### src/design/axis_pkg.sv
// ##################################################
// Shared types and register map of the position axis
// Imported by every RTL block and by the testbench
// ##################################################
`default_nettype none

package axis_pkg;

  localparam int POS_W  = 32;  // Position counter width
  localparam int ADDR_W = 3;   // Register address width
  localparam int DATA_W = 32;  // Register data width

  typedef logic signed [POS_W-1:0] pos_t;  // Signed position in steps
  typedef logic [ADDR_W-1:0] reg_addr_t;
  typedef logic [DATA_W-1:0] reg_data_t;

  // Control register, enable sits in bit 0
  typedef struct packed {
    logic limit_en;          // Bit 4, fault may set
    logic probe_rising;      // Bit 3, capture on rising probe edge
    logic invert_dir;        // Bit 2, swap count direction
    logic step_active_high;  // Bit 1, count on rising step edge
    logic enable;            // Bit 0, counting allowed
  } axis_cfg_t;

  // Status register, probe_valid sits in bit 0
  typedef struct packed {
    logic fault;        // Bit 3, sticky limit fault
    logic above_high;   // Bit 2
    logic below_low;    // Bit 1
    logic probe_valid;  // Bit 0, capture holds a position
  } axis_status_t;

  localparam reg_addr_t ADDR_CTRL       = 3'd0;
  localparam reg_addr_t ADDR_POSITION   = 3'd1;
  localparam reg_addr_t ADDR_LIMIT_LOW  = 3'd2;
  localparam reg_addr_t ADDR_LIMIT_HIGH = 3'd3;
  localparam reg_addr_t ADDR_PROBE_POS  = 3'd4;
  localparam reg_addr_t ADDR_STATUS     = 3'd5;

  localparam pos_t POS_MIN = {1'b1, {(POS_W-1){1'b0}}};  // Most negative position
  localparam pos_t POS_MAX = {1'b0, {(POS_W-1){1'b1}}};  // Most positive position

endpackage

`default_nettype wire

### src/design/pos_counter.sv
// ##################################################
// Signed position counter fed by step/dir lines of
// an external stepper driver. Step polarity and the
// direction sense come from the control register,
// a register write presets the count
// ##################################################
`default_nettype none

module pos_counter import axis_pkg::*; #(
  parameter int SYNC_STAGES = 2  // Synchronizer depth, two or more
) (
  input  logic      clk,
  input  logic      resetn,
  input  logic      step,        // Asynchronous step level
  input  logic      dir,         // Asynchronous direction level
  input  axis_cfg_t cfg,
  input  logic      load,        // Preset strobe from the register bank
  input  pos_t      load_value,
  output pos_t      position
);

  logic [SYNC_STAGES:0] step_sr;  // Step samples, bit 0 is the newest
  logic [SYNC_STAGES:0] dir_sr;   // Direction samples, same depth as step
  logic                 step_change;
  logic                 level_ok;
  logic                 stepped;
  logic                 count_hit;  // Registered step event
  logic                 count_up;

  // Level change between the two oldest samples
  assign step_change = step_sr[SYNC_STAGES] ^ step_sr[SYNC_STAGES-1];

  // New level has to match the selected polarity
  assign level_ok = ~(step_sr[SYNC_STAGES-1] ^ cfg.step_active_high);
  assign stepped  = step_change & level_ok;

  // Oldest dir sample lines up with the registered event
  assign count_up = dir_sr[SYNC_STAGES] ^ cfg.invert_dir;

  always_ff @(posedge clk) begin
    step_sr <= {step_sr[SYNC_STAGES-1:0], step};  // Shift in at the bottom
    dir_sr  <= {dir_sr[SYNC_STAGES-1:0], dir};
  end

  always_ff @(posedge clk) begin
    if (!resetn) begin
      count_hit <= 1'b0;
      position  <= '0;
    end else begin
      count_hit <= stepped;  // One extra stage before the count
      if (load) begin
        position <= load_value;  // Preset beats a step
      end else if (count_hit && cfg.enable) begin
        if (count_up) begin
          position <= position + pos_t'(1);
        end else begin
          position <= position - pos_t'(1);
        end
      end
    end
  end

endmodule

`default_nettype wire

### src/design/probe_latch.sv
// ##################################################
// Touch probe capture. Synchronizes the probe line,
// picks the edge set in the control register and
// latches the position once until re-armed
// ##################################################
`default_nettype none

module probe_latch import axis_pkg::*; #(
  parameter int SYNC_STAGES = 2  // Synchronizer depth, two or more
) (
  input  logic      clk,
  input  logic      resetn,
  input  logic      probe,        // Asynchronous probe level
  input  axis_cfg_t cfg,
  input  pos_t      position,
  input  logic      probe_clear,  // Re-arm strobe, W1C on STATUS bit 0
  output pos_t      probe_pos,
  output logic      probe_valid
);

  logic [SYNC_STAGES:0] probe_sr;  // Probe samples, bit 0 is the newest
  logic                 probe_change;
  logic                 probe_edge;
  logic                 probe_hit;  // Registered edge event

  assign probe_change = probe_sr[SYNC_STAGES] ^ probe_sr[SYNC_STAGES-1];
  assign probe_edge   = probe_change & ~(probe_sr[SYNC_STAGES-1] ^ cfg.probe_rising);

  always_ff @(posedge clk) begin
    probe_sr <= {probe_sr[SYNC_STAGES-1:0], probe};
  end

  always_ff @(posedge clk) begin
    if (!resetn) begin
      probe_hit   <= 1'b0;
      probe_valid <= 1'b0;
      probe_pos   <= '0;  // Reads as zero until the first capture
    end else begin
      probe_hit <= probe_edge;
      if (probe_clear) begin
        probe_valid <= 1'b0;  // Clear wins over a capture
      end else if (probe_hit && !probe_valid) begin
        probe_valid <= 1'b1;
        probe_pos   <= position;  // First edge only
      end
    end
  end

endmodule

`default_nettype wire

### src/design/limit_monitor.sv
// ##################################################
// Soft limit monitor. Compares the position against
// a signed window and keeps a sticky fault that only
// a STATUS write of bit 3 releases
// ##################################################
`default_nettype none

module limit_monitor import axis_pkg::*; (
  input  logic      clk,
  input  logic      resetn,
  input  pos_t      position,
  input  pos_t      low_limit,
  input  pos_t      high_limit,
  input  axis_cfg_t cfg,
  input  logic      fault_clear,  // W1C on STATUS bit 3
  output logic      below_low,
  output logic      above_high,
  output logic      fault
);

  logic below_now;  // Compare result of this cycle
  logic above_now;
  logic trip;

  // Both sides are pos_t, so the compares are signed
  assign below_now = position < low_limit;
  assign above_now = position > high_limit;

  // A new fault shows up together with the flags
  assign trip = cfg.limit_en & (below_now | above_now);

  always_ff @(posedge clk) begin
    if (!resetn) begin
      below_low  <= 1'b0;
      above_high <= 1'b0;
      fault      <= 1'b0;
    end else begin
      below_low  <= below_now;  // Flags follow the position
      above_high <= above_now;
      if (fault_clear) begin
        fault <= 1'b0;  // Clear beats a new trip
      end else if (trip) begin
        fault <= 1'b1;
      end
    end
  end

endmodule

`default_nettype wire

### src/design/axis_regs.sv
// ##################################################
// Register bank of the axis. Plain write and read
// strobes, writes act at the sampling edge and read
// data is registered one cycle after rd_en
// ##################################################
`default_nettype none

module axis_regs import axis_pkg::*; (
  input  logic      clk,
  input  logic      resetn,
  input  logic      wr_en,
  input  logic      rd_en,
  input  reg_addr_t addr,
  input  reg_data_t wdata,
  input  pos_t      position,
  input  pos_t      probe_pos,
  input  logic      probe_valid,
  input  logic      below_low,
  input  logic      above_high,
  input  logic      fault,
  output reg_data_t rdata,
  output axis_cfg_t cfg,
  output logic      load,        // Preset pulse for the counter
  output pos_t      load_value,
  output pos_t      low_limit,
  output pos_t      high_limit,
  output logic      probe_clear,
  output logic      fault_clear
);

  axis_status_t status;     // Assembled status word
  axis_status_t w1c_bits;   // Write data seen as status bits
  reg_data_t    rd_mux;
  logic         wr_status;

  assign status.probe_valid = probe_valid;
  assign status.below_low   = below_low;
  assign status.above_high  = above_high;
  assign status.fault       = fault;

  assign w1c_bits  = axis_status_t'(wdata[$bits(axis_status_t)-1:0]);
  assign wr_status = wr_en && (addr == ADDR_STATUS);

  // Pulses act at the same edge as the write
  assign load        = wr_en && (addr == ADDR_POSITION);
  assign load_value  = pos_t'(wdata);
  assign probe_clear = wr_status & w1c_bits.probe_valid;  // Bit 0
  assign fault_clear = wr_status & w1c_bits.fault;        // Bit 3

  // Config and limits
  always_ff @(posedge clk) begin
    if (!resetn) begin
      cfg        <= '0;       // Counting off, falling edges
      low_limit  <= POS_MIN;  // Window wide open
      high_limit <= POS_MAX;
    end else if (wr_en) begin
      case (addr)
        ADDR_CTRL: begin
          cfg <= axis_cfg_t'(wdata[$bits(axis_cfg_t)-1:0]);
        end
        ADDR_LIMIT_LOW: begin
          low_limit <= pos_t'(wdata);
        end
        ADDR_LIMIT_HIGH: begin
          high_limit <= pos_t'(wdata);
        end
        default: begin
          // POSITION and STATUS act through pulses, PROBE_POS is read only
        end
      endcase
    end
  end

  // Read mux, narrow registers are zero extended
  always_comb begin
    rd_mux = '0;
    case (addr)
      ADDR_CTRL: begin
        rd_mux[$bits(axis_cfg_t)-1:0] = cfg;
      end
      ADDR_POSITION: begin
        rd_mux = reg_data_t'(position);
      end
      ADDR_LIMIT_LOW: begin
        rd_mux = reg_data_t'(low_limit);
      end
      ADDR_LIMIT_HIGH: begin
        rd_mux = reg_data_t'(high_limit);
      end
      ADDR_PROBE_POS: begin
        rd_mux = reg_data_t'(probe_pos);
      end
      ADDR_STATUS: begin
        rd_mux[$bits(axis_status_t)-1:0] = status;
      end
      default: begin
        rd_mux = '0;  // Unused addresses
      end
    endcase
  end

  // Sampled before any write of the same edge lands
  always_ff @(posedge clk) begin
    if (!resetn) begin
      rdata <= '0;
    end else if (rd_en) begin
      rdata <= rd_mux;  // Holds until the next read
    end
  end

endmodule

`default_nettype wire

### src/design/pos_axis_top.sv
// ##################################################
// Position feedback axis. Step/dir counter, probe
// capture and soft limits behind a small register
// bank. SYNC_STAGES sets both input synchronizers
// ##################################################
`default_nettype none

module pos_axis_top import axis_pkg::*; #(
  parameter int SYNC_STAGES = 2  // Input synchronizer depth, two or more
) (
  input  logic      clk,
  input  logic      resetn,
  input  logic      step,    // Step line of the driver
  input  logic      dir,     // Direction line of the driver
  input  logic      probe,   // Touch probe input
  input  logic      wr_en,
  input  logic      rd_en,
  input  reg_addr_t addr,
  input  reg_data_t wdata,
  output reg_data_t rdata,
  output logic      fault    // Sticky soft limit fault
);

  axis_cfg_t cfg;
  logic      load;
  pos_t      load_value;
  pos_t      position;
  pos_t      low_limit;
  pos_t      high_limit;
  logic      probe_clear;
  logic      fault_clear;
  pos_t      probe_pos;
  logic      probe_valid;
  logic      below_low;
  logic      above_high;

  axis_regs regs_i (
    .clk         (clk),
    .resetn      (resetn),
    .wr_en       (wr_en),
    .rd_en       (rd_en),
    .addr        (addr),
    .wdata       (wdata),
    .position    (position),
    .probe_pos   (probe_pos),
    .probe_valid (probe_valid),
    .below_low   (below_low),
    .above_high  (above_high),
    .fault       (fault),
    .rdata       (rdata),
    .cfg         (cfg),
    .load        (load),
    .load_value  (load_value),
    .low_limit   (low_limit),
    .high_limit  (high_limit),
    .probe_clear (probe_clear),
    .fault_clear (fault_clear)
  );

  pos_counter #(.SYNC_STAGES(SYNC_STAGES)) counter_i (
    .clk        (clk),
    .resetn     (resetn),
    .step       (step),
    .dir        (dir),
    .cfg        (cfg),
    .load       (load),
    .load_value (load_value),
    .position   (position)
  );

  probe_latch #(.SYNC_STAGES(SYNC_STAGES)) probe_i (
    .clk         (clk),
    .resetn      (resetn),
    .probe       (probe),
    .cfg         (cfg),
    .position    (position),
    .probe_clear (probe_clear),
    .probe_pos   (probe_pos),
    .probe_valid (probe_valid)
  );

  limit_monitor limit_i (
    .clk         (clk),
    .resetn      (resetn),
    .position    (position),
    .low_limit   (low_limit),
    .high_limit  (high_limit),
    .cfg         (cfg),
    .fault_clear (fault_clear),
    .below_low   (below_low),
    .above_high  (above_high),
    .fault       (fault)
  );

endmodule

`default_nettype wire

### config.mk
export PLATFORM = sky130hd
export DESIGN_NAME = pos_axis_top
export DESIGN_NICKNAME = d
export VERILOG_FILES = /design/src/design/axis_pkg.sv /design/src/design/pos_counter.sv /design/src/design/probe_latch.sv /design/src/design/limit_monitor.sv /design/src/design/axis_regs.sv /design/src/design/pos_axis_top.sv
export SDC_FILE = /design/constraint.sdc
export NUM_CORES = 1
export LEC_CHECK = 0
export ABC_AREA = 1
export BUFFER_PORTS_ARGS = -buffer_cell sky130_fd_sc_hd__buf_2
export CAP_MARGIN = 20
export CELL_PAD_IN_SITES_DETAIL_PLACEMENT = 0
export CELL_PAD_IN_SITES_GLOBAL_PLACEMENT = 1
export CORE_MARGIN = 10
export CORE_UTILIZATION = 40
export DETAILED_ROUTE_END_ITERATION = 10
export PLACE_DENSITY_LB_ADDON = 0.1
export SETUP_SLACK_MARGIN = 0.15
export SYNTH_ARGS = -nofsm -noshare
export SYNTH_HDL_FRONTEND = slang
export SYNTH_HIERARCHICAL = 1
export SYNTH_SLANG_ARGS = --single-unit
### constraint.sdc
create_clock -name clk -period 3.2 [get_ports clk]
set_clock_uncertainty 0.15 [all_clocks]
set_input_delay 0.16 -clock clk [delete_from_list [all_inputs] [get_ports clk]]
set_output_delay 0.16 -clock clk [all_outputs]
set_load 0.05 [all_outputs]
; Yosys cells after proc, flatten, opt, wreduce, memory -nomap -nowiden
; Cells that the tools add are included.
[totals]
ram_bits = 0
word_cells = 62
rom_bits = 0
in_bits = 42
n_memories = 0
reg_bits = 180
latch_bits = 0
[op_classes]
bitwise_logic = 15
mux = 6
multipliers = 0
n_shift = 0
n_reduce_logical = 13
addsub = 2
magnitude_cmp = 2
n_eq_ne = 5
div = 0
[op_table]
columns = cell, n
row1 = case mux 27 bit (4 select lines), 1
row2 = 2-to-1 mux 32 bit, 3
row3 = adder 32 x 2 -> 32 bit (second input constant), 1
row4 = > comparator 32 bit, 1
row5 = < comparator 32 bit, 1
row6 = subtractor 32 x 2 -> 32 bit (second input constant), 1
row7 = case mux 4 bit (6 select lines), 1
row8 = AND reduction 2 bit, 4
row9 = == test 3 x 2 -> 1 bit (second input constant), 2
row10 = == test 3 bit (second input constant), 2
row11 = AND 1 bit, 5
row12 = case mux 1 bit (5 select lines), 1
row13 = XOR 1 bit, 5
row14 = logical AND 1 bit, 4
row15 = NOT 1 bit, 4
row16 = OR reduction 2 bit, 2
row17 = == test 3 x 1 -> 1 bit (second input constant), 1
row18 = logical NOT 3 bit, 1
row19 = nonzero test 2 bit, 1
row20 = logical NOT 1 bit, 1
row21 = bitwise OR 1 bit, 1

; Logic depth before layout (Yosys ltp)
[depth]
ltp_word = 5
mapped_depth = 18
depth_no_buf = 18

; Hierarchy
; Netlist, hierarchy kept.
[by_module_without_submodules]
columns = module, area_each_um2, cells_each, instances, seq_area_each_um2
row1 = axis_regs, 5142.4, 731, 1, 2021.9
row2 = pos_counter, 4077.7, 686, 1, 780.7
row3 = limit_monitor, 1795.5, 281, 1, 60.1
row4 = probe_latch, 1472.7, 217, 1, 740.7

; Least setup slack after synthesis
; Ideal clock, no wire load.
[synth_timing]
path_kind = register -> register
startpoint = register, netlist name regs_i/cfg[2]
endpoint = register counter_i.position[24]
arrival_time_ps = 1742
stages_incl_launch_ff = 17
path_slack_ps = 1173
period_less_slack_ps = 2027
path_buffers = 0
path_cell_list = dfxtp_1 -> nand2_2 -> nand3_1 -> nand2_1 -> inv_1 -> ha_1 -> inv_1 -> nand2_1 -> nand3_1 -> o21bai_2 -> nand3_1 -> nand2_1 -> nand2_1 -> nand2_1 -> nand2_1 -> nand3_1 -> a21oi_1
[synth_between]
elab_chain_cells = 4
[synth_lines]
columns = element, line_no
row1 = XOR 1 bit, pos_counter.sv:38  ; assign count_up = dir_sr[SYNC_STAGES] ^ cfg.invert_dir;
row2 = 2-to-1 mux 32 bit, pos_counter.sv:54  ; if (count_up) begin
row3 = 2-to-1 mux 32 bit, pos_counter.sv:53  ; end else if (count_hit && cfg.enable) begin
row4 = 2-to-1 mux 32 bit, pos_counter.sv:51  ; if (load) begin
row5 = end signal: assignment, pos_counter.sv:52  ; position <= load_value;
row6 = end signal: assignment, pos_counter.sv:55  ; position <= position + pos_t'(1);
row7 = end signal: assignment, pos_counter.sv:57  ; position <= position - pos_t'(1);
row8 = end: declaration, pos_counter.sv:19  ; output pos_t position
; No other way between the ends. The select of a mux whose other input is x is not followed.
; A chain may end at the register's enable or synchronous reset.

; Worst setup path after layout
[layout_timing]
startpoint = register, netlist name regs_i/cfg[2]
endpoint = register counter_i.position[31]
[layout_between]
elab_chain_cells = 4
[layout_lines]
columns = element, line_no
row1 = XOR 1 bit, pos_counter.sv:38
row2 = 2-to-1 mux 32 bit, pos_counter.sv:54
row3 = 2-to-1 mux 32 bit, pos_counter.sv:53
row4 = 2-to-1 mux 32 bit, pos_counter.sv:51
; No other way between the ends. The select of a mux whose other input is x is not followed.

==> impl_metrics.ini <==
[finish]
areaGrowthSynthToFinish_pct = 10.1
nNetsFinal = 2048
layout_common_cells = nand2_1 (510), inv_1 (234), dfxtp_1 (180), nor2_1 (176), nand3_1 (128)
drive_gt1_frac = 0.129
fin_cells = 2351
utilization = 0.448
diodes = 0
layout_commonest_cell = nand2_1
fin_area_um2 = 13800
fillers = 3291

[logic_synthesis]
synth-edff-count = 0
synth_area_um2 = 12500
syn-num-nets = 2021
synth_top_area_cell = dfxtp_1
ys_ff_latch = 180
synth-main-ff-cell = dfxtp_1
synth.distinct_cells = 52
ys_async_sr_fraction = 0
yosysTopAreaCellShare = 0.289
synth_area_leaders = dfxtp_1 (29%), nand2_1 (15%), inv_1 (7.0%), ha_1 (6.4%), nor2_1 (5.4%)
yosysWarnings = 6
synth_sequential_area_ratio = 0.289
syn_area_per_cell_um2 = 6.52
syn_inst = 1915

[timing]
drv_slew = 0
rsz0062_at_grt = false
relSlewSlack = 0.478
timing.final.crit_share = 0.831
setup_viol = 0
fmaxAchievable_mhz = 376
hold_viol_final = 0
finalCriticalPeriod_ps = 2660
fin_ws_ps = 542
whs_ps = 179
fin_tns_setup_ps = 0
tightest_slew_ps = 782

[route]
via_count = 12100
avgRoutedWirePerCell_um = 18.2
routed_wirelength_um = 42700
viasPerCell = 5.15
final_antenna_net_count = 0
first_pass_iters = 5
drc = 0
drt_iter0_markers = 769

[pwr]
pwr_density_cell_nw_per_um2 = 406
vdd_drop_max_uv = 397
p_total_mw = 5.58
leakage_nw = 6.89

[global_route]
grt_util_met3 = 0.0348
grt-ovfl-total = 0
grt_usage = 0.217
use_met2 = 0.377
grt_pass1_vias = 11700
antenna_found_initial = 0
met1_usage = 0.268
grt_max_degree = 79
top_usage_layer = met2
grt_pass1_wl_um = 66400

[run]
cap_violations = 0

[die]
initial_core_util = 0.407
rows = 64
core-area_um2 = 30700
die_h_um = 197
die_x_um = 197
die_area_um2 = 38700
ios = 75

[critical_path]
slowest_stage = xor2_1
slowest_delay_ps = 530
crit_chain = inv_2 -> nand2_4 -> nand2_4 -> xor2_1 -> nor2_4 -> nand2_1 -> nor2_1 -> a21oi_1 -> nand2_1 -> nand2_1 -> nand3_2 -> a21oi_2
required_ps = 3440
crit_top_cell = nand2_1
critPathArrivalTime_ps = 2900
start_kind = flop
crit_path_max_fanout = 51
critPathTopFamily = simple AND/OR/NAND/NOR gates
end_kind = flop
worst-path-buf-inv = 1
worst-setup-path-type = reg -> reg

[place]
gp_congestion = 0.908
dp_cells = 2281
dp_hpwl_um = 31600
pre_cts_slack_ps = 565
dpl-instance-area_um2 = 12800
place.port_buffers = 74

[clock_network]
post-cts-setup-buffers = 0
cts-root-buf = clkbuf_16
clock-sinks = 180
hold_buffers = 38
cts_tree = built
cts_htree_levels = 4
cts.clk_slew.worst_paths_ps = 80
clk_latency_ps = 450
clock_path_buffers = 2
ctsResizeCount = 0
numCtsBuffers = 17

[min_path]
hold_path.class = reg -> reg

[run_status]
status = completed
routing by layer:
layer	part of all wire	wire length (um)
met5	0	0
met3	0.042	1790
met4	0.025	1080
met2	0.49	21000
met1	0.44	18800
worst register-to-register path: stages (launching register included):
cell and delay, ps:
dfxtp_1 460, inv_2 110, nand2_4 100, nand2_4 320, xor2_1 560, nor2_4 100
nand2_1 160, nor2_1 60, a21oi_1 260, nand2_1 90, nand2_1 70, nand3_2 60
a21oi_2 110
synth_stat cells, drive strengths merged, types with 3 or more instances:
cell type	count
a21oi	111
a31oi	9
a41oi	19
and2	3
buf	88
clkbuf	38
clkinv	3
dfxtp	180
ha	64
inv	250
nand2	576
nand3	133
nand4	87
nor2	199
nor3	9
o211ai	3
o21a	5
o21ai	78
o21bai	31
o41ai	4
xnor2	4
xor2	13
flip-flops by register name (all words and copies together), names as in the netlist, 3 cells and up:
register,count
regs_i/low_limit,32
probe_i/probe_sr,3
counter_i/position,32
regs_i/rdata,32
probe_i/probe_pos,32
counter_i/dir_sr,3
regs_i/cfg,5
regs_i/high_limit,32
counter_i/step_sr,3
worst paths after layout:
| kind | from | endpoint | slack [ps] | cells after the start |
|---|---|---|---|---|
| min reg2reg | counter_i/step_sr[0] | counter_i/step_sr[1] | 180 | 0 |
| max reg2reg | regs_i/cfg[2] | counter_i/position[31] | 540 | 12 |
| min | counter_i/step_sr[0] | counter_i/step_sr[1] | 180 | 0 |
| max | regs_i/cfg[2] | counter_i/position[31] | 540 | 12 |
area by class of cell:
class,count,area (um2),area share
Tap cell,396,495,0.0360
Timing Repair Buffer,134,943,0.0686
Clock buffer,20,447,0.0325
Inverter,253,953,0.0693
Multi-Input combinational cell,1356,7180,0.522
Clock inverter,12,133,0.00964
Sequential cell,180,3600,0.262
power breakdown:
| group | switching [mW] | internal, mW | leakage [nW] | total [mW] |
|---|---|---|---|---|
| logic | 0.688 | 0.325 | 5.14 | 1.01 |
| registers | 0.0910 | 2.33 | 1.47 | 2.42 |
| clock network | 0.974 | 1.17 | 0.276 | 2.15 |
logic make-up after synthesis:
kind of cell / after synthesis / share of synthesized area
buffers and inverters: 379 / 0.138
adders and majority gates: 64 / 0.0641
AOI/OAI and AO/OA: 263 / 0.125
xor gates and xnor gates: 17 / 0.0125
muxes: 1 / 0.000802
DFF: 180 / 0.289
and+or+nand+nor: 1011 / 0.372
No activity file was read; power rests on OpenSTA's default activity.
